==> src/common/fp16_pkg.sv <==
`default_nettype none

package fp16_pkg;

  localparam int INT_W        = 16;
  localparam int FP16_EXP_W   = 5;
  localparam int FP16_MAN_W   = 10;
  localparam int FP16_W       = 1 + FP16_EXP_W + FP16_MAN_W;
  localparam int FP16_BIAS    = 15;
  localparam int LZC_W        = $clog2(INT_W) + 1; // 0..16 needs 5 bits
  localparam int BUF_LOC_SIZE = 4;   // fp16 words per location
  localparam int BUF_AWIDTH   = 4;   // 16 locations

  typedef logic signed [INT_W-1:0] int_word_t;
  typedef logic [FP16_W-1:0]       fp16_t;
  typedef logic [FP16_EXP_W-1:0]   exp_t;
  // leading one at bit 15, then 10 fraction bits, then 5 rounding bits
  typedef logic [INT_W-1:0]        mant_t;
  typedef logic [LZC_W-1:0]        lzc_t;
  typedef logic [BUF_AWIDTH-1:0]   buf_addr_t;
  typedef logic [BUF_LOC_SIZE*FP16_W-1:0] buf_word_t;

endpackage

`default_nettype wire

==> src/common/norm_if.sv <==
`default_nettype none

// normalized word between the two converter stages
interface norm_if import fp16_pkg::*; ();

  logic  valid;
  logic  last;
  logic  sign;
  logic  zero;
  exp_t  exp;
  mant_t mant;

  modport source (output valid, last, sign, zero, exp, mant);
  modport sink   (input  valid, last, sign, zero, exp, mant);

endinterface

`default_nettype wire

==> src/logic/lead_zero_count.sv <==
`default_nettype none

module lead_zero_count import fp16_pkg::*; (
  input  logic [INT_W-1:0] mag,
  output lzc_t             count
);

  logic       all_zero;
  logic       z8;
  logic       z4;
  logic       z2;
  logic [7:0] half;
  logic [3:0] quarter;
  logic       pair_msb;

  assign all_zero = (mag == '0);

  assign z8       = (mag[15:8] == 8'b0);   // upper half empty
  assign half     = z8 ? mag[7:0] : mag[15:8];
  assign z4       = (half[7:4] == 4'b0);
  assign quarter  = z4 ? half[3:0] : half[7:4];
  assign z2       = (quarter[3:2] == 2'b0);
  assign pair_msb = z2 ? quarter[1] : quarter[3];

  // tree bits only valid for a nonzero input
  assign count = all_zero ? lzc_t'(INT_W) : {1'b0, z8, z4, z2, ~pair_msb};

endmodule

`default_nettype wire

==> src/fp16_convert/int_normalize.sv <==
`default_nettype none

module int_normalize import fp16_pkg::*; (
  input  logic      clk,
  input  logic      arst_n,
  input  logic      in_valid,
  input  int_word_t in_data,
  input  logic      in_last,
  norm_if.source    norm
);

  logic [INT_W-1:0] mag;
  lzc_t             lzc;
  mant_t            shifted;
  exp_t             exp_c;

  // -32768 wraps to 0x8000 and reads as unsigned 32768
  assign mag = in_data[INT_W-1] ? (~in_data + 1'b1) : in_data;

  lead_zero_count u_lzc (
    .mag   (mag),
    .count (lzc)
  );

  assign shifted = mag << lzc;
  // exponent of a word whose leading one is already at bit 15
  assign exp_c   = exp_t'(INT_W - 1 + FP16_BIAS) - lzc;    // don't care when zero

  always_ff @(posedge clk or negedge arst_n) begin
    if (!arst_n) begin
      norm.valid <= 1'b0;
      norm.last  <= 1'b0;
    end else begin
      norm.valid <= in_valid;
      norm.last  <= in_valid & in_last;
    end
  end

  always_ff @(posedge clk) begin
    if (in_valid) begin
      norm.sign <= in_data[INT_W-1];
      norm.zero <= (mag == '0);
      norm.exp  <= exp_c;
      norm.mant <= shifted;
    end
  end

endmodule

`default_nettype wire

==> src/fp16_convert/round_pack.sv <==
`default_nettype none

module round_pack import fp16_pkg::*; (
  input  logic  clk,
  input  logic  arst_n,
  norm_if.sink  norm,
  output logic  out_valid,
  output fp16_t out_data,
  output logic  out_last
);

  logic                  guard;
  logic                  rnd;
  logic                  sticky;
  logic                  round_up;
  logic [FP16_MAN_W-1:0] frac;
  logic [FP16_MAN_W:0]   frac_inc;
  logic                  carry;
  exp_t                  exp_r;
  fp16_t                 word;

  assign frac   = norm.mant[14:5];    // leading one at bit 15 is implicit
  assign guard  = norm.mant[4];
  assign rnd    = norm.mant[3];
  assign sticky = |norm.mant[2:0];

  // nearest even, a tie only goes up when the lsb is odd
  assign round_up = guard & (rnd | sticky | frac[0]);

  assign frac_inc = {1'b0, frac} + round_up;
  assign carry    = frac_inc[FP16_MAN_W];

  // carry leaves the fraction at zero, one octave up
  assign exp_r = norm.exp + carry;

  assign word = norm.zero ? '0 : {norm.sign, exp_r, frac_inc[FP16_MAN_W-1:0]};

  always_ff @(posedge clk or negedge arst_n) begin
    if (!arst_n) begin
      out_valid <= 1'b0;
      out_last  <= 1'b0;
    end else begin
      out_valid <= norm.valid;
      out_last  <= norm.valid & norm.last;
    end
  end

  always_ff @(posedge clk) begin
    if (norm.valid) out_data <= word;
  end

endmodule

`default_nettype wire

==> src/fp16_convert/int_to_fp16.sv <==
`default_nettype none

module int_to_fp16 import fp16_pkg::*; (
  input  logic      clk,
  input  logic      arst_n,
  input  logic      in_valid,
  input  int_word_t in_data,
  input  logic      in_last,
  output logic      out_valid,
  output fp16_t     out_data,
  output logic      out_last
);

  norm_if u_norm ();

  // stage 1
  int_normalize u_normalize (
    .clk      (clk),
    .arst_n   (arst_n),
    .in_valid (in_valid),
    .in_data  (in_data),
    .in_last  (in_last),
    .norm     (u_norm.source)
  );

  // stage 2
  round_pack u_round (
    .clk       (clk),
    .arst_n    (arst_n),
    .norm      (u_norm.sink),
    .out_valid (out_valid),
    .out_data  (out_data),
    .out_last  (out_last)
  );

endmodule

`default_nettype wire

==> src/logic/word_packer.sv <==
`default_nettype none

module word_packer import fp16_pkg::*; (
  input  logic      clk,
  input  logic      arst_n,
  input  logic      in_valid,
  input  fp16_t     in_data,
  input  logic      in_last,
  output logic      wr_en,
  output buf_addr_t wr_addr,
  output buf_word_t wr_data
);

  logic [$clog2(BUF_LOC_SIZE)-1:0] slot;
  buf_word_t                       stage;
  buf_word_t                       merged;
  buf_addr_t                       addr;
  logic                            flush;

  // staging plus the incoming word in its slot
  always_comb begin
    merged = stage;
    merged[slot*FP16_W +: FP16_W] = in_data;
  end

  // group complete, or sentence ends early
  assign flush = in_valid && (in_last || (slot == BUF_LOC_SIZE - 1));

  always_ff @(posedge clk or negedge arst_n) begin
    if (!arst_n) begin
      slot    <= '0;
      stage   <= '0;   // unused slots must read as zero
      addr    <= '0;
      wr_en   <= 1'b0;
      wr_addr <= '0;
    end else begin
      wr_en <= flush;
      if (flush) begin
        slot    <= '0;
        stage   <= '0;
        wr_addr <= addr;
        addr    <= in_last ? '0 : addr + 1'b1; // wraps at 16
      end else if (in_valid) begin
        slot  <= slot + 1'b1;
        stage <= merged;
      end
    end
  end

  always_ff @(posedge clk) begin
    if (flush) wr_data <= merged;
  end

endmodule

`default_nettype wire

==> src/logic/conv_top.sv <==
`default_nettype none

module conv_top import fp16_pkg::*; (
  input  logic      clk,
  input  logic      arst_n,
  input  logic      in_valid,
  input  int_word_t in_data,
  input  logic      in_last,
  output logic      wr_en,
  output buf_addr_t wr_addr,
  output buf_word_t wr_data
);

  logic  cv_valid;
  fp16_t cv_data;
  logic  cv_last;

  int_to_fp16 u_convert (
    .clk       (clk),
    .arst_n    (arst_n),
    .in_valid  (in_valid),
    .in_data   (in_data),
    .in_last   (in_last),
    .out_valid (cv_valid),
    .out_data  (cv_data),
    .out_last  (cv_last)
  );

  // four fp16 words per buffer location
  word_packer u_packer (
    .clk      (clk),
    .arst_n   (arst_n),
    .in_valid (cv_valid),
    .in_data  (cv_data),
    .in_last  (cv_last),
    .wr_en    (wr_en),
    .wr_addr  (wr_addr),
    .wr_data  (wr_data)
  );

endmodule

`default_nettype wire

==> config.mk <==
export PLATFORM = sky130hd
export DESIGN_NAME = conv_top
export DESIGN_NICKNAME = d
export VERILOG_FILES = /design/src/common/fp16_pkg.sv /design/src/common/norm_if.sv /design/src/logic/lead_zero_count.sv /design/src/fp16_convert/int_normalize.sv /design/src/fp16_convert/round_pack.sv /design/src/fp16_convert/int_to_fp16.sv /design/src/logic/word_packer.sv /design/src/logic/conv_top.sv
export SDC_FILE = /design/constraint.sdc
export NUM_CORES = 1
export LEC_CHECK = 0
export BUFFER_PORTS_ARGS = -buffer_cell sky130_fd_sc_hd__buf_4
export CELL_PAD_IN_SITES_DETAIL_PLACEMENT = 1
export CELL_PAD_IN_SITES_GLOBAL_PLACEMENT = 2
export CORE_MARGIN = 5
export CORE_UTILIZATION = 40
export CTS_BUF_LIST = sky130_fd_sc_hd__clkbuf_8 sky130_fd_sc_hd__clkbuf_16
export CTS_CLUSTER_SIZE = 12
export DETAILED_ROUTE_END_ITERATION = 6
export GPL_TIMING_DRIVEN = 0
export PLACE_DENSITY_LB_ADDON = 0.25
export SYNTH_ARGS = -nofsm -noshare
export SYNTH_HDL_FRONTEND = slang
export SYNTH_SLANG_ARGS = --single-unit
==> constraint.sdc <==
create_clock -name clk -period 8.8 [get_ports clk]
set_clock_uncertainty 0.15 [all_clocks]
set_input_delay 0.44 -clock clk [delete_from_list [all_inputs] [get_ports clk]]
set_output_delay 0.44 -clock clk [all_outputs]
set_load 0.02 [all_outputs]
; ---- Word level (Yosys, flattened, before mapping)
; Index checks and enable logic that the tools add are counted.
[totals]
out_inout_bits = 69
reg_bits = 181
input_bits = 20
word_cells = 52
[classes]
bitwise_logic = 7
reduce_logical = 8
muxes = 11
n_shift = 3
eq_ne = 1
addsub = 7
[ops]
columns = cell, count
row1 = 64-bit two-way mux, 2
row2 = 64-bit bitwise mux, 1
row3 = "16-bit by 34-bit variable shift with 64-bit output, first input constant", 1
row4 = 16-bit by 34-bit variable part select with 64-bit output, 1
row5 = 6-bit negation with 34-bit output, 1
row6 = "16-bit by 1-bit adder with 16-bit output, second input constant", 1
row7 = 16-bit zero test, 1
row8 = 16-bit two-way mux, 1
row9 = 16-bit inverter, 1
row10 = 16-bit by 5-bit << shifter with 15-bit output, 1
row11 = 10-bit by 1-bit adder with 11-bit output, 1
row12 = 8-bit zero test, 1
row13 = 4-bit two-way mux, 2
row14 = 8-bit two-way mux, 1
row15 = 5-bit by 1-bit adder with 5-bit output, 1
row16 = 5-bit two-way mux, 1
row17 = "5-bit subtractor, first input constant", 1
row18 = "4-bit by 1-bit adder with 4-bit output, second input constant", 1
row19 = 4-bit zero test, 1
row20 = 2-bit two-way mux, 2
row21 = 1-bit AND, 3
row22 = 3-bit OR reduction, 1
row23 = "2-bit by 1-bit adder with 2-bit output, second input constant", 1
row24 = "2-bit == test, second input constant", 1
row25 = 7 further kinds, 8

; ---- Logic depth before layout (Yosys ltp)
[depth]
ltp_word = 12
depth_mapped = 16
mapped_depth_nobuf = 12

; ---- Hierarchy
; Synthesis repeated with hierarchy kept, for this count alone.
[hier_totals]
hier_cells = 732
hier_area_um2 = 9076.2
[modules_own_cells]
columns = module, instances, area_each_um2, cells_per_inst, seq_area_each_um2
row1 = word_packer, 1, 5715.5, 393, 3798.6
row2 = int_normalize, 1, 2210.9, 227, 740.7
row3 = round_pack, 1, 902.1, 74, 530.5
row4 = lead_zero_count, 1, 247.7, 38, 0.0

; ---- Worst setup path after synthesis
; No wires, ideal clock.
[synth_timing]
path_type = input -> register
startpoint = input port in_data[0]
endpoint = register u_convert.u_normalize.norm.mant[11], data pin
required_ps = 8375
arrival_ps = 3602
stages = 15
setup_ps = 275
setup_slack_ps = 4773
cell_sequence = inv_1 > ha_1 > buf_2 > or4b_4 > buf_6 > o31ai_1 > xor2_1 > and2_2 > a41o_2 > o31ai_4 > nor3_2 > buf_6 > mux2_2 > a211oi_2 > a21oi_1
[synth_via]
elab_chain_len = 12
word_cells_on_any_way = 13
cone_classes = 1 x add/sub / 1 x shift / 5 x mux / 2 x bitwise / 4 x reduce/logical
[synth_lines]
columns = element, line
row1 = from (decl), conv_top.sv:7  ; input int_word_t in_data,
row2 = 16-bit inverter, int_normalize.sv:18  ; assign mag = in_data[INT_W-1] ? (~in_data + 1'b1) : in_data;
row3 = 16-bit by 1-bit adder with 16-bit output, int_normalize.sv:18
row4 = 16-bit two-way mux (*), int_normalize.sv:18
row5 = 8-bit zero test, lead_zero_count.sv:18  ; assign z8 = (mag[15:8] == 8'b0);
row6 = 8-bit two-way mux, lead_zero_count.sv:19  ; assign half = z8 ? mag[7:0] : mag[15:8];
row7 = 4-bit zero test, lead_zero_count.sv:20  ; assign z4 = (half[7:4] == 4'b0);
row8 = 4-bit two-way mux, lead_zero_count.sv:21  ; assign quarter = z4 ? half[3:0] : half[7:4];
row9 = 2-bit zero test, lead_zero_count.sv:22  ; assign z2 = (quarter[3:2] == 2'b0);
row10 = 1-bit two-way mux, lead_zero_count.sv:23  ; assign pair_msb = z2 ? quarter[1] : quarter[3];
row11 = 1-bit inverter, lead_zero_count.sv:26  ; assign count = all_zero ? lzc_t'(INT_W) : {1'b0, z8, z4, z2, ~pair_msb};
row12 = 5-bit two-way mux, lead_zero_count.sv:26
row13 = 16-bit by 5-bit << shifter with 15-bit output (*), int_normalize.sv:25  ; assign shifted = mag << lzc;
row14 = to (signal assigned), int_normalize.sv:44  ; norm.mant <= shifted;
row15 = to (decl), norm_if.sv:13  ; modport source (output valid, last, sign, zero, exp, mant);
; Mark *: on every way between the ends. The rest lies on a longest branch, timed or not.
; A chain may end at the register's enable or synchronous reset.

; ---- Worst setup path after layout
[layout_timing]
startpoint = input port in_data[0]
endpoint = register u_convert.u_normalize.norm.mant[6], data pin
; Same word-level chain as after synthesis.

==> results.sh <==
export IMPL_io_port_bufs=86
export IMPL_synth_cell_types=71
export IMPL_setup_ws_ps=4313
export IMPL_grt_antenna_before_repair=0
export IMPL_final_max_slew_violation_count=0
export IMPL_ctsRootBufferMaster="sky130_fd_sc_hd__clkbuf_16"
export IMPL_final_layout_size_suffix_gt1_frac=0.2413
export IMPL_relSlewSlack=0.1071
export IMPL_worstMarginPinSlew_ps=1321
export IMPL_crit_arrival_ps=4500
export IMPL_fin_worst_hold_slack_ps=21.55
export IMPL_maximum_capacitance_violations=0
export IMPL_cts_resized=0
export IMPL_hold_buf_cts=0
export IMPL_power_per_cell_area_nw_per_um2=233.6
export IMPL_fp_dieW_um=159.7
export IMPL_critical_path_startpoint_type="primary input"
export IMPL_slowest_stage="sky130_fd_sc_hd__xor2_1"
export IMPL_multi_input_area_um2=3401
export IMPL_final_critical_path_time_including_i_o_delays_and_setup_ps=4487
export IMPL_drt_pass1_iter_count=4
export IMPL_num_vias=6584
export IMPL_ff_latch_area_um2=5040
export IMPL_cts_repair_timing_setup_buffer_count=0
export IMPL_seq_area_frac_synth=0.5624
export IMPL_required_ps=8820
export IMPL_max_vdd_ir_drop_uv=136.8
export IMPL_floorplan_core_area_um2=21960
export IMPL_achievable_frequency_mhz=222.9
export IMPL_num_fill_cells=2414
export IMPL_top_level_ports=89
export IMPL_grt_first_pass_wirelength_mm=37.06
export IMPL_cts_buffers=17
export IMPL_unrepaired_setup_endpoints_after_global_routing="no"
export IMPL_detailedPlace_worstSlack_ps=3906
export IMPL_critPathMaxFanout=10
export IMPL_tritoncts="yes"
export IMPL_yosysWarningCount=0
export IMPL_setup_worst_path_class="in -> reg"
export IMPL_total_die_area_um2=25500
export IMPL_start_util=0.4081
export IMPL_fin_area_um2=10550
export IMPL_route_detailed_drc=0
export IMPL_post_route_period_util=0.5099
export IMPL_vias_per_cell=5.340
export IMPL_finalHoldViolations=0
export IMPL_cp_buffers_inverters=5
export IMPL_postSynth_topFlopCell="sky130_fd_sc_hd__edfxtp_1"
export IMPL_clockBufferDepth=2
export IMPL_reg2reg_from="u_packer.slot[0]"
export IMPL_hold_class="in -> async"
export IMPL_p_leak_uw=0.004190
export IMPL_clock_input_transition_at_the_sequential_cells_of_the_worst_setup_and_hold_paths_ps=70
export IMPL_syn_area_per_cell_um2=10.74
export IMPL_die_height_um=159.7
export IMPL_synth_edff_count=102
export IMPL_finalSetupViolations=0
export IMPL_layout_nets=972
export IMPL_area_growth_pct=17.73
export IMPL_fin_util=0.4805
export IMPL_setup_total_negative_slack_ps=0
export IMPL_worst_path_cell_chain="buf_4 > inv_1 > ha_1 > buf_2 > or4b_4 > buf_6 > o31ai_1 > xor2_1 > nand4_1 > o31ai_1 > a211oi_1 > nor3_2 > buf_6 > mux2i_1 > mux2_4 > nor2_1"
export IMPL_worstSkewPairLatency_ps=440
export IMPL_cts_htree_levels=4
export IMPL_first_global_vias=6692
export IMPL_hpwl_reported_at_the_end_of_detailed_placement_mm=16.77
export IMPL_globalRouteOverflowTotal=0
export IMPL_place_congestion=0.8171
export IMPL_post_synthesis_net_count=866
export IMPL_layout_commonest_cell="sky130_fd_sc_hd__edfxtp_1"
export IMPL_run_status="finished, final reports clean"
export IMPL_cts_sinks=181
export IMPL_path_delay_family="simple AND/OR/NAND/NOR gates"
export IMPL_synthArstFlopShare=0.4365
export IMPL_groute_usage_overall=0.1822
export IMPL_floorplan_rows=54
export IMPL_ys_ff_latch=181
export IMPL_n_antenna_cell=0
export IMPL_synthesis_area_um2=8961
export IMPL_detailed_place_area_um2=9977
export IMPL_synthesis_instances=834
export IMPL_cp_max_stage_delay_ps=500
export IMPL_critical_path_startpoint="in_data[0]"
export IMPL_routedWlPerCell_um=18.71
export IMPL_setup_crit_end_kind="register"
export IMPL_drt_wl_total_mm=23.07
export IMPL_grt_start_max_net_pins=80
export IMPL_detail_route_antenna_nets=0
export IMPL_layout_cells_most_common_list="sky130_fd_sc_hd__edfxtp_1 (102), sky130_fd_sc_hd__nor2_1 (91), sky130_fd_sc_hd__nand2_1 (87), sky130_fd_sc_hd__buf_4 (87), sky130_fd_sc_hd__dfrtp_1 (79)"
export IMPL_drt_initial_drc_count=267
-- layer usage --
| metal | part of all wire | global-route usage | up-vias | wire, um |
|---|---|---|---|---|
| met5 | 0 | 0 | - | 0 |
| met4 | 0.015 | 0.04260 | 0 | 338 |
| met3 | 0.030 | 0.03479 | 28 | 703 |
| met2 | 0.50 | 0.3137 | 111 | 11600 |
| met1 | 0.45 | 0.2394 | 3290 | 10430 |
| li1 | - | - | 3155 | - |
-- synth_stat cells (all sizes together) (10+ instances only) --
cell | instances | area [um^2]
a21oi | 16 | 80.08
a31o | 64 | 560.5
buf | 13 | 107.6
clkbuf | 34 | 127.6
dfrtp | 79 | 1977
edfxtp | 102 | 3063
ha | 12 | 150.1
inv | 76 | 285.3
mux2 | 10 | 127.6
mux2i | 22 | 220.2
nand2 | 88 | 332.8
nand3 | 11 | 55.05
nor2 | 92 | 352.8
nor3 | 14 | 80.08
o21ai | 82 | 425.4
xor2 | 15 | 146.4
-- through the flow --
| step | total power, uW | std cells |
|---|---|---|
| 2_1_floorplan | 1521 | 834 |
| 3_3_place_gp | 1736 | 1200 |
| 3_5_place_dp | 1754 | 1201 |
| 4_1_cts | 2494 | 1233 |
| 5_1_grt | 2602 | 1233 |
| 6_report | 2464 | 1233 |
-- power breakdown --
| part | internal [uW] | leakage (uW) | switching [uW] |
|---|---|---|---|
| sequential | 1050 | 0.00204 | 72.2 |
| combinational | 227 | 0.00187 | 378 |
| clock | 383 | 0.000284 | 351 |
-- flip-flops by register name (all words and copies together) (netlist names) --
| name | cells |
|---|---|
| u_convert.u_normalize.norm.exp | 5 |
| u_convert.u_round.out_last | 1 |
| u_convert.u_normalize.norm.zero | 1 |
| u_packer.addr | 4 |
| u_convert.u_normalize.norm.last | 1 |
| u_convert.u_normalize.norm.mant | 15 |
| u_packer.slot | 2 |
| u_packer.stage | 64 |
| u_packer.wr_addr | 4 |
| u_convert.u_round.out_valid | 1 |
| u_convert.u_normalize.norm.valid | 1 |
| u_packer.wr_en | 1 |
| u_packer.wr_data | 64 |
| u_convert.u_round.out_data | 16 |
| u_convert.u_normalize.norm.sign | 1 |
-- path summary, 6_finish.rpt --
path | slack, ps | end | cells after the start
max | 4310 | u_convert.u_normalize.norm.mant[6] | 16
min | 20 | u_packer.wr_en | 1
max reg2reg | 5530 | u_packer.stage[59] | 7
min reg2reg | 320 | u_convert.u_round.out_last | 1
max in group asynchronous | 7750 | u_packer.stage[47] | 1
min in group clk | 80 | u_convert.u_normalize.norm.sign | 1
-- final cells by class --
type | instances | share of cell area
Sequential cell | 181 | 0.4777
Clock inverter | 14 | 0.01269
Buffer | 47 | 0.02230
Inverter | 76 | 0.02704
Tap cell | 280 | 0.03321
Clock buffer | 18 | 0.04163
Multi-Input combinational cell | 530 | 0.3223
Timing Repair Buffer | 87 | 0.06309
-- cell families (layout without fill, tap and decap cells) --
group,after synthesis,after routing,synth area share
xor gates and xnor gates,22,22,0.02318
adders and majority gates,12,12,0.01675
buffers and inverters,123,242,0.05808
muxes,32,32,0.03882
other,1,1,0.0004185
AOI/OAI and AO/OA,210,210,0.1706
DFF,181,181,0.5624
and+or+nand+nor,253,253,0.1297
(Power assumes the default switching activity.)
